$ cat config.mk
export PLATFORM = sky130hd
export DESIGN_NAME = mask_binner_top
export DESIGN_NICKNAME = d
export VERILOG_FILES = /design/src/bin_pkg.sv /design/src/mem_port_if.sv /design/src/pixel_credit_fifo.sv /design/src/mask_threshold.sv /design/src/bin_accumulator.sv /design/src/bin_reader.sv /design/src/bin_frame_store.sv /design/src/mask_binner_top.sv
export VERILOG_INCLUDE_DIRS = /design/src /design/src/include
export SDC_FILE = /design/constraint.sdc
export NUM_CORES = 1
export LEC_CHECK = 0
export BUFFER_PORTS_ARGS = -buffer_cell sky130_fd_sc_hd__clkbuf_2
export CELL_PAD_IN_SITES_DETAIL_PLACEMENT = 0
export CELL_PAD_IN_SITES_GLOBAL_PLACEMENT = 1
export CORE_UTILIZATION = 55
export DETAILED_ROUTE_END_ITERATION = 10
export PLACE_DENSITY_LB_ADDON = 0.1
export SLEW_MARGIN = 20
export SYNTH_ARGS = -nofsm -noshare
export SYNTH_HDL_FRONTEND = slang
export SYNTH_HIERARCHICAL = 1
export SYNTH_SLANG_ARGS = --single-unit
$ cat constraint.sdc
create_clock -name clk_pixel -period 8.4 [get_ports clk_pixel]
set_input_delay 1.68 -clock clk_pixel [delete_from_list [all_inputs] [get_ports clk_pixel]]
set_output_delay 1.68 -clock clk_pixel [all_outputs]
set_load 0.005 [all_outputs]
$ cat src/include/bin_config.svh
`ifndef BIN_CONFIG_SVH
`define BIN_CONFIG_SVH

// active frame in pixels, both must be even
`define FRAME_W 16
`define FRAME_H 8

// binned frame, one bit per 2x2 block
`define BIN_W (`FRAME_W / 2)
`define BIN_H (`FRAME_H / 2)

// frame store entries
`define BIN_DEPTH (`BIN_W * `BIN_H)

// credits held by the source after reset
// also the depth of the input FIFO
`define PIX_CREDITS 4

// set mask bits needed out of four for a 1 bin
`define BIN_MIN_SET 2

`endif

$ cat src/bin_pkg.sv
`include "bin_config.svh"

package bin_pkg;

  // widths derived from the frame size
  localparam int BIN_AW = (`BIN_DEPTH > 1) ? $clog2(`BIN_DEPTH) : 1;
  localparam int PX_XW  = (`FRAME_W > 1) ? $clog2(`FRAME_W) : 1;
  localparam int PX_YW  = (`FRAME_H > 1) ? $clog2(`FRAME_H) : 1;

  typedef logic [15:0] rgb565_t;  // r 15:11, g 10:5, b 4:0
  typedef logic [7:0] luma_t;
  typedef logic [BIN_AW-1:0] bin_addr_t;  // frame store address
  typedef logic [PX_XW-1:0] px_x_t;  // raster column
  typedef logic [PX_YW-1:0] px_y_t;  // raster row

  // readback client states
  typedef enum logic [1:0] {
    IDLE,
    WAIT_GNT,
    WAIT_DATA
  } rd_state_e;

  // arbiter grant, one client per cycle at most
  typedef enum logic [1:0] {
    GNT_NONE,
    GNT_WRITER,
    GNT_READER
  } grant_e;

endpackage

$ cat src/mem_port_if.sv
`timescale 1ns/1ps

// one client port into the binned frame store
interface mem_port_if;
  import bin_pkg::*;

  logic      req;     // held by the client until gnt
  logic      we;      // 1 write, 0 read
  bin_addr_t addr;
  logic      wdata;
  logic      gnt;     // one cycle, access happens in this cycle
  logic      rdata;   // valid with rvalid
  logic      rvalid;  // one cycle after gnt of a read

  // requesting side
  modport client(output req, we, addr, wdata, input gnt, rdata, rvalid);

  // memory and arbiter side
  modport store(input req, we, addr, wdata, output gnt, rdata, rvalid);

endinterface

$ cat src/pixel_credit_fifo.sv
`timescale 1ns/1ps
`include "bin_config.svh"

module pixel_credit_fifo (
  input  logic             clk_pixel,
  input  logic             sys_rst_pixel,
  input  logic             push_i,        // source spent a credit
  input  bin_pkg::rgb565_t push_data_i,
  input  logic             pop_i,         // threshold stage takes the head
  output logic             head_valid_o,
  output bin_pkg::rgb565_t head_data_o,
  output logic             credit_o       // one pulse per popped pixel
);
  import bin_pkg::*;

  localparam int DEPTH = `PIX_CREDITS;
  localparam int PW = (DEPTH > 1) ? $clog2(DEPTH) : 1;  // pointer width
  localparam int CW = $clog2(DEPTH + 1);                // count 0..DEPTH

  rgb565_t       buf_q [DEPTH];  // pixel slots
  logic [PW-1:0] wr_ptr_q;
  logic [PW-1:0] rd_ptr_q;
  logic [CW-1:0] count_q;        // occupancy
  logic          do_pop;

  // pointer step with wrap, depth need not be a power of two
  function automatic logic [PW-1:0] ptr_inc(input logic [PW-1:0] ptr);
    return (ptr == PW'(DEPTH - 1)) ? '0 : ptr + 1'b1;
  endfunction

  assign do_pop       = pop_i && head_valid_o;  // never pop an empty FIFO
  assign head_valid_o = (count_q != '0);
  assign head_data_o  = buf_q[rd_ptr_q];        // show-ahead head

  // the source never pushes without a credit, so a push always has room
  always_ff @(posedge clk_pixel) begin
    if (push_i) buf_q[wr_ptr_q] <= push_data_i;
  end

  always_ff @(posedge clk_pixel) begin
    if (sys_rst_pixel) begin
      wr_ptr_q <= '0;
      rd_ptr_q <= '0;
      count_q  <= '0;
      credit_o <= 1'b0;
    end else begin
      if (push_i) wr_ptr_q <= ptr_inc(wr_ptr_q);
      if (do_pop) rd_ptr_q <= ptr_inc(rd_ptr_q);
      count_q  <= count_q + CW'(push_i) - CW'(do_pop);
      credit_o <= do_pop;  // credit back one cycle after the pop
    end
  end

endmodule

$ cat src/mask_threshold.sv
`timescale 1ns/1ps
`include "bin_config.svh"

module mask_threshold (
  input  logic             clk_pixel,
  input  logic             sys_rst_pixel,
  input  logic             head_valid_i,
  input  bin_pkg::rgb565_t head_data_i,
  input  logic             stall_i,       // binner write waiting on the store
  input  bin_pkg::luma_t   luma_cutoff_i,
  output logic             pop_o,
  output logic             mask_valid_o,
  output logic             mask_o,
  output bin_pkg::px_x_t   x_o,           // raster position of mask_o
  output bin_pkg::px_y_t   y_o
);
  import bin_pkg::*;

  logic [7:0]  red8;
  logic [7:0]  green8;
  logic [7:0]  blue8;
  logic [10:0] luma_sum;  // 2r + 5g + b, max 2004
  luma_t       luma;
  px_x_t       x_cnt_q;   // position of the next popped pixel
  px_y_t       y_cnt_q;

  assign pop_o = head_valid_i && !stall_i;

  // widen each channel to 8 bits with zero fill
  assign red8   = {head_data_i[15:11], 3'b000};
  assign green8 = {head_data_i[10:5], 2'b00};
  assign blue8  = {head_data_i[4:0], 3'b000};

  assign luma_sum = (11'(red8) << 1) + (11'(green8) << 2) + 11'(green8) + 11'(blue8);
  assign luma     = luma_sum[10:3];  // divide by 8, truncated

  always_ff @(posedge clk_pixel) begin
    if (sys_rst_pixel) begin
      mask_valid_o <= 1'b0;
      x_cnt_q      <= '0;
      y_cnt_q      <= '0;
    end else begin
      mask_valid_o <= pop_o;
      if (pop_o) begin
        if (x_cnt_q == px_x_t'(`FRAME_W - 1)) begin  // end of line
          x_cnt_q <= '0;
          y_cnt_q <= (y_cnt_q == px_y_t'(`FRAME_H - 1)) ? '0 : y_cnt_q + 1'b1;
        end else begin
          x_cnt_q <= x_cnt_q + 1'b1;
        end
      end
    end
  end

  // mask bit and its position, qualified by mask_valid_o
  always_ff @(posedge clk_pixel) begin
    if (pop_o) begin
      mask_o <= (luma >= luma_cutoff_i);  // cutoff is inclusive
      x_o    <= x_cnt_q;
      y_o    <= y_cnt_q;
    end
  end

endmodule

$ cat src/bin_accumulator.sv
`timescale 1ns/1ps
`include "bin_config.svh"

module bin_accumulator (
  input  logic           clk_pixel,
  input  logic           sys_rst_pixel,
  input  logic           mask_valid_i,
  input  logic           mask_i,
  input  bin_pkg::px_x_t x_i,
  input  bin_pkg::px_y_t y_i,
  mem_port_if.client     wr_port,       // write side of the frame store
  output logic           stall_o,       // holds off the threshold stage
  output logic           frame_done_o   // last bin of the frame granted
);
  import bin_pkg::*;

  localparam int HXW = $bits(px_x_t) - 1;  // width of x/2

  logic [1:0]     line_buf [`BIN_W];  // pair sums from the even row
  logic           left_q;             // even column bit of the current pair
  logic [HXW-1:0] half_x;             // bin column
  logic [1:0]     pair_sum;
  logic [2:0]     bin_sum;            // 0..4 set bits
  logic           odd_col;
  logic           odd_row;
  logic           bin_done;           // bottom right pixel of a bin
  logic           last_bin;
  logic           req_q;
  bin_addr_t      addr_q;
  logic           data_q;
  logic           last_q;             // pending write is the frame's last bin

  assign half_x   = x_i[HXW:1];
  assign odd_col  = x_i[0];
  assign odd_row  = y_i[0];
  assign pair_sum = {1'b0, left_q} + {1'b0, mask_i};
  assign bin_sum  = {1'b0, line_buf[half_x]} + {1'b0, pair_sum};
  assign bin_done = mask_valid_i && odd_col && odd_row;
  assign last_bin = (x_i == px_x_t'(`FRAME_W - 1)) && (y_i == px_y_t'(`FRAME_H - 1));

  // pair sums and the fields of the pending write
  always_ff @(posedge clk_pixel) begin
    if (mask_valid_i && !odd_col) left_q <= mask_i;
    if (mask_valid_i && odd_col && !odd_row) begin
      line_buf[half_x] <= pair_sum;  // top half of the bin
    end
    if (bin_done) begin
      addr_q <= bin_addr_t'((y_i >> 1) * `BIN_W + half_x);  // (y/2)*BIN_W + x/2
      data_q <= (bin_sum >= 3'(`BIN_MIN_SET));
      last_q <= last_bin;
    end
  end

  // request stays up until the store grants it
  // no new bin can finish while one waits since the stall blocks the pop
  always_ff @(posedge clk_pixel) begin
    if (sys_rst_pixel) begin
      req_q <= 1'b0;
    end else if (bin_done) begin
      req_q <= 1'b1;
    end else if (wr_port.gnt) begin
      req_q <= 1'b0;
    end
  end

  assign wr_port.req   = req_q;
  assign wr_port.we    = 1'b1;  // this client only writes
  assign wr_port.addr  = addr_q;
  assign wr_port.wdata = data_q;

  assign stall_o      = req_q && !wr_port.gnt;
  assign frame_done_o = req_q && wr_port.gnt && last_q;

endmodule

$ cat src/bin_reader.sv
`timescale 1ns/1ps

module bin_reader (
  input  logic               clk_pixel,
  input  logic               sys_rst_pixel,
  input  logic               rd_req_i,    // ignored while busy
  input  bin_pkg::bin_addr_t rd_addr_i,
  mem_port_if.client         rd_port,
  output logic               rd_busy_o,
  output logic               rd_valid_o,  // one cycle, rd_bit_o valid
  output logic               rd_bit_o
);
  import bin_pkg::*;

  rd_state_e state_q;
  bin_addr_t addr_q;  // captured on accept

  assign rd_port.req   = (state_q == WAIT_GNT);
  assign rd_port.we    = 1'b0;  // read only client
  assign rd_port.addr  = addr_q;
  assign rd_port.wdata = 1'b0;
  assign rd_busy_o     = (state_q != IDLE);

  always_ff @(posedge clk_pixel) begin
    if (sys_rst_pixel) begin
      state_q    <= IDLE;
      rd_valid_o <= 1'b0;
    end else begin
      rd_valid_o <= 1'b0;
      case (state_q)
        IDLE:      if (rd_req_i) state_q <= WAIT_GNT;
        WAIT_GNT:  if (rd_port.gnt) state_q <= WAIT_DATA;  // writer may hold us off
        WAIT_DATA: if (rd_port.rvalid) begin
          state_q    <= IDLE;
          rd_valid_o <= 1'b1;
        end
        default:   state_q <= IDLE;
      endcase
    end
  end

  always_ff @(posedge clk_pixel) begin
    if (state_q == IDLE && rd_req_i) addr_q <= rd_addr_i;
    if (state_q == WAIT_DATA && rd_port.rvalid) rd_bit_o <= rd_port.rdata;
  end

endmodule

$ cat src/bin_frame_store.sv
`timescale 1ns/1ps
`include "bin_config.svh"

module bin_frame_store (
  input  logic     clk_pixel,
  input  logic     sys_rst_pixel,
  mem_port_if.store wr_port,  // binner, high priority
  mem_port_if.store rd_port   // readback
);
  import bin_pkg::*;

  logic      mem [`BIN_DEPTH];  // binned frame, contents survive reset
  grant_e    grant_q;           // client served this cycle
  grant_e    grant_d;
  logic      sel_rd;
  logic      acc_en;
  logic      acc_we;
  bin_addr_t acc_addr;
  logic      acc_wdata;
  logic      rdata_q;
  logic      wr_rvalid_q;
  logic      rd_rvalid_q;

  // fixed priority, a client granted this cycle still shows req so skip it
  always_comb begin
    if (wr_port.req && grant_q != GNT_WRITER) begin
      grant_d = GNT_WRITER;
    end else if (rd_port.req && grant_q != GNT_READER) begin
      grant_d = GNT_READER;
    end else begin
      grant_d = GNT_NONE;
    end
  end

  // mux the granted client onto the array
  assign sel_rd    = (grant_q == GNT_READER);
  assign acc_en    = (grant_q != GNT_NONE);
  assign acc_we    = sel_rd ? rd_port.we : wr_port.we;
  assign acc_addr  = sel_rd ? rd_port.addr : wr_port.addr;
  assign acc_wdata = sel_rd ? rd_port.wdata : wr_port.wdata;

  always_ff @(posedge clk_pixel) begin
    if (acc_en && acc_we) mem[acc_addr] <= acc_wdata;
    if (acc_en && !acc_we) rdata_q <= mem[acc_addr];  // out the cycle after gnt
  end

  always_ff @(posedge clk_pixel) begin
    if (sys_rst_pixel) begin
      grant_q     <= GNT_NONE;
      wr_rvalid_q <= 1'b0;
      rd_rvalid_q <= 1'b0;
    end else begin
      grant_q     <= grant_d;
      wr_rvalid_q <= (grant_q == GNT_WRITER) && !wr_port.we;
      rd_rvalid_q <= (grant_q == GNT_READER) && !rd_port.we;
    end
  end

  assign wr_port.gnt    = (grant_q == GNT_WRITER);
  assign rd_port.gnt    = (grant_q == GNT_READER);
  assign wr_port.rdata  = rdata_q;  // shared read register
  assign rd_port.rdata  = rdata_q;
  assign wr_port.rvalid = wr_rvalid_q;
  assign rd_port.rvalid = rd_rvalid_q;

endmodule

$ cat src/mask_binner_top.sv
`timescale 1ns/1ps

module mask_binner_top (
  input  logic               clk_pixel,
  input  logic               sys_rst_pixel,
  input  logic               pix_valid_i,    // only while a credit is held
  input  bin_pkg::rgb565_t   pix_data_i,
  input  bin_pkg::luma_t     luma_cutoff_i,
  input  logic               rd_req_i,
  input  bin_pkg::bin_addr_t rd_addr_i,
  output logic               credit_o,
  output logic               rd_busy_o,
  output logic               rd_valid_o,
  output logic               rd_bit_o,
  output logic               frame_done_o
);
  import bin_pkg::*;

  // FIFO to threshold
  logic    head_valid;
  rgb565_t head_data;
  logic    pop;

  // threshold to binner
  logic    mask_valid;
  logic    mask;
  px_x_t   mask_x;
  px_y_t   mask_y;
  logic    stall;  // binner write pending, freeze the pops

  mem_port_if wr_port ();  // binner to store
  mem_port_if rd_port ();  // readback to store

  pixel_credit_fifo i_fifo (
    .clk_pixel    (clk_pixel),
    .sys_rst_pixel(sys_rst_pixel),
    .push_i       (pix_valid_i),
    .push_data_i  (pix_data_i),
    .pop_i        (pop),
    .head_valid_o (head_valid),
    .head_data_o  (head_data),
    .credit_o     (credit_o)
  );

  mask_threshold i_threshold (
    .clk_pixel    (clk_pixel),
    .sys_rst_pixel(sys_rst_pixel),
    .head_valid_i (head_valid),
    .head_data_i  (head_data),
    .stall_i      (stall),
    .luma_cutoff_i(luma_cutoff_i),
    .pop_o        (pop),
    .mask_valid_o (mask_valid),
    .mask_o       (mask),
    .x_o          (mask_x),
    .y_o          (mask_y)
  );

  bin_accumulator i_binner (
    .clk_pixel    (clk_pixel),
    .sys_rst_pixel(sys_rst_pixel),
    .mask_valid_i (mask_valid),
    .mask_i       (mask),
    .x_i          (mask_x),
    .y_i          (mask_y),
    .wr_port      (wr_port),
    .stall_o      (stall),
    .frame_done_o (frame_done_o)
  );

  bin_reader i_reader (
    .clk_pixel    (clk_pixel),
    .sys_rst_pixel(sys_rst_pixel),
    .rd_req_i     (rd_req_i),
    .rd_addr_i    (rd_addr_i),
    .rd_port      (rd_port),
    .rd_busy_o    (rd_busy_o),
    .rd_valid_o   (rd_valid_o),
    .rd_bit_o     (rd_bit_o)
  );

  bin_frame_store i_store (
    .clk_pixel    (clk_pixel),
    .sys_rst_pixel(sys_rst_pixel),
    .wr_port      (wr_port),
    .rd_port      (rd_port)
  );

endmodule

======== Word level (Yosys, flattened, before mapping) ========
Memories as Yosys holds them, arrays and structs flattened. A register that Yosys moved wholly into a read port is not among the register bits.
Cells that the tools add are included.
operators by class
  add/sub/neg operators ................... 12
  order comparisons ....................... 2
  bitwise gates (word level) .............. 1
  equal/unequal tests ..................... 15
  mux-type cells .......................... 25
  reduce and logical (&&, ||, !) cells .... 29
operator list
  cell                   count
  $add A11 B8 Y11        2
  $logic_and A1 B1 Y1    16
  $mux W2                8
  $mux W1                12
  $add A9 B10 Y11        1
  $eq A2 B2 Y1 const B   4
  $eq A4 B4 Y1 const B   2
  $ge A8 B8 Y1           1
  $eq A3 B3 Y1 const B   2
  $mux W3                2
  $ne A2 B2 Y1 const B   3
  $pmux W2 S3            1
  $reduce_bool A2 Y1     3
  $add A5 B3 Y5          1
  $mux W5                1
  $add A2 B1 Y2 const B  2
  $add A4 B1 Y4 const B  1
  $eq A2 B1 Y1 const B   2
  $logic_not A1 Y1       4
  $mux W4                1
  $ne A2 B1 Y1 const B   2
  $reduce_or A2 Y1       2
  $add A2 B2 Y3          1
  $add A3 B1 Y3          1
  other kinds (9)        9
storage, ports and cells
  memories kept ........................... 3
  flip-flop bits (word level) ............. 45
  input bits .............................. 33
  bits in writable memories ............... 112
  word-level logic and storage cells ...... 109
memory list
  memory             words  bits a word  read ports  clocked after Yosys merged registers in  wr ports  RTL line                 source
  i_fifo.buf_q       4      16           1           1                                        1         pixel_credit_fifo.sv:20  rgb565_t buf_q [DEPTH];
  i_store.mem        32     1            1           1                                        1         bin_frame_store.sv:12    logic mem [`BIN_DEPTH];
  i_binner.line_buf  8      2            1           1                                        1         bin_accumulator.sv:19    logic [1:0] line_buf [`BIN_W];

======== Depth between registers and ports, before layout ========
  word-level depth ........................ 8
  mapped depth ............................ 19

======== Modules after synthesis ========
The synthesis kept the hierarchy.
modules (own cells, without submodules)
  module             instances  area each (sq um)  cells an instance
  pixel_credit_fifo  1          2,837.7            130
  bin_frame_store    1          2,057.0            191
  mask_threshold     1          1,277.5            128
  bin_accumulator    1          1,044.8            65
  bin_reader         1          339.1              24

======== Worst setup path before layout ========
OpenSTA, ideal clock, no wires.
  path type ............................... reg-to-reg
  start ................................... reg (tool-made name)
  end ..................................... reg i_threshold.mask_o (data pin)
  library setup time ...................... 266 ps
  arrival time ............................ 3,793 ps
  stages on the path, launching flop included .. 19
  path slack .............................. 4,341 ps
  path buffers ............................ 2
  cell sequence ........................... dfxtp_1 -> buf_6 -> buf_12 -> mux4_2 -> inv_1 -> fa_1 -> fa_1 -> inv_1 -> ha_1 -> inv_1 -> fa_1 -> inv_1 -> a21o_1 -> a21oi_1 -> xnor2_1 -> ha_1 -> a21o_1 -> a211oi_1 -> o31ai_1
RTL lines
  element                 RTL line              source
  end signal: assignment  mask_threshold.sv:58  mask_o <= (luma >= luma_cutoff_i);
  end: declaration        mask_threshold.sv:13  output logic mask_o,

==> results.toml <==
[cells_and_area]
area.growth.synth_to_final_pct = 10.7
drive_gt1_share_pct = 17.3
postLayoutCellArea_um2 = 8330
n_antenna_cell = 0
final_nets = 643
final_util_pct = 62.6
finalNonFillerCells = 760

[clocking]
htreeDepth = 4
cts_resized = 0
clockRootBuffer = "clkbuf_16"
clk_latency_ns = 0.43
hold_buffers = 0
post_cts_buffers = 0
clkTransAtPathRegs_ns = 0.06
cts_tree = "yes"
cts_made_buffers = 17
clock_path_buffers = 2
cts_sinks = 160

[routing]
drt_iter0_drc = 296
drtPass1Iterations = 4
wl_per_cell_um = 18.4
drc = 0
totalWireLength_um = 14000
dr_total_vias = 4306
drt.antenna.violating_nets = 0
viasPerCell = 5.67

[setup_path]
reg2reg_to = "i_threshold/mask_o"
cp_slowest_cell = "dfxtp_1"
reg2reg_slack_ns = 3.61
worst-r2r-cell-count = 15
cp.arrival_ns = 4.96
crit_type = "flop to flop"
crit_path_end = "i_threshold/mask_o"
cp-end-kind = "flop"
crit_path_cell_trace = "mux4_1 -> inv_1 -> fa_1 -> fa_1 -> inv_1 -> ha_1 -> a211oi_1 -> o21bai_1 -> a21oi_1 -> xnor2_1 -> ha_1 -> nand3_1 -> nor2_1 -> a211oi_1 -> o31ai_1"
crit_fanout = 16
critPathMaxStageDelay_ns = 0.98
startpoint_type = "flop"
worstPathRequired_ns = 8.57

[sta]
fin_skew_ns = 0.0114
slew_headroom_pct = 33.5
finalCritPeriodShare_pct = 57.1
fin_ws_ns = 3.61
final.setup.tns_ns = 0
rsz0062_at_grt = "false"
holdWs_ns = 0.426
worstMarginPinSlew_ns = 0.997
final-setup-viol-count = 0
maxSlewViolCount = 0
finalHoldViolations = 0
layout_min_cycle_time_ns = 4.79
fmaxAchievable_mhz = 209

[synthesis]
synth_warnings = 6
avgSynthCellArea_um2 = 14.1
syn-cell-area_um2 = 7520
syn_inst = 535

[die]
die_h_um = 119
rows = 42
dieArea_um2 = 14100
pin_count = 38
coreArea_um2 = 13300
start_util_pct = 56.6
die_width_um = 119

[global_routing]
grt_max_degree = 33
grt_use_total_pct = 21.5
grt_pass1_wl_um = 22400
grt_pass1_vias = 4538
grt_overflow = 0
grt_antenna_before_repair = 0

[placed_design]
numPortBuffers = 37
hpwl_um = 9310
gp_congestion = 0.887
place_inst = 728
post_dp_cell_area_um2 = 7760
dpl_worst_slack_ns = 3.52

[power]
power_leakage_nw = 3.08
peakVddDrop_mv = 0.224
power_density_nw_per_um2 = 348
total_power_mw = 2.90

[flow_run]
maxCapViolCount = 0

[status]
status = "complete, no violations"

[hold_path]
hp-class = "flop to flop"
==> how the worst min path moves through the flow <==
stage,startpoint,endpoint,slack [ns],cells after the start
floorplan,i_store/rd_port.rdata,i_reader/rd_bit_o,0.40,0
global placement,i_store/rd_port.rdata,i_reader/rd_bit_o,0.41,0
detailed placement,i_store/rd_port.rdata,i_reader/rd_bit_o,0.41,0
CTS,i_store/rd_port.rdata,i_reader/rd_bit_o,0.43,0
global route,i_store/rd_port.rdata,i_reader/rd_bit_o,0.44,0
finish,i_store/rd_port.rdata,i_reader/rd_bit_o,0.43,0
==> state kept, by name, indices dropped and copies added, names as in the netlist, 3 cells and up, named ones only <==
signal / count
i_fifo/count_q: 3
i_binner/wr_port.addr: 5
i_store/mem: 32
i_threshold/x_cnt_q: 4
i_threshold/y_o: 3
i_threshold/x_o: 4
i_fifo/buf_q: 64
i_threshold/y_cnt_q: 3
i_reader/rd_port.addr: 5
i_binner/line_buf: 16
==> power breakdown <==
group	switching, mW	total [mW]	internal, mW
registers	0.0825	1.06	0.973
logic	0.576	1.12	0.540
clock network	0.318	0.727	0.410
==> routing by layer <==
| metal | vias to the layer above | share of wire, % | GRT usage (%) |
|---|---|---|---|
| li1 | 2053 | - | - |
| met1 | 2109 | 42 | 24.9 |
| met2 | 129 | 52 | 37.6 |
| met3 | 15 | 4.8 | 5.56 |
| met4 | 0 | 1.4 | 9.49 |
| met5 | - | 0 | 0 |
==> worst max-delay path, delay by kind of cell (launching register included) <==
family	cells	cell delay [ns]
XOR/XNOR	1	0.14
adder cells (fa/ha/maj)	4	1.56
buffers and inverters	2	0.17
multiplexers	1	0.69
AO/OA/AOI/OAI	5	0.82
flip-flops	1	0.98
AND/OR/NAND/NOR	2	0.17
==> layout by cell type (no fill, tap or decap), types with 5 or more instances in the layout <==
cell type and count:
a31oi_1 11, mux2i_1 10, nor2b_1 7, and4b_1 8, mux4_2 10, clkinvlp_4 5
nand2b_1 10, nand3_1 5, fa_1 11, clkbuf_2 37, nor2_1 54, inv_1 53
clkbuf_16 17, xnor2_1 5, edfxtp_1 135, ha_1 28, a311oi_1 8, o211ai_1 24
nand2_1 17, a21oi_1 9, dfxtp_1 25, mux4_1 8
==> final cells by class <==
type	instances	area, um^2
Multi-Input combinational cell	299	2590
Tap cell	176	220
Sequential cell	160	4550
Fill cell	1042	4970
Timing Repair Buffer	39	200
Clock inverter	15	136
Inverter	54	203
Clock buffer	17	425
Note: power is estimated with default switching activity, not from simulation.
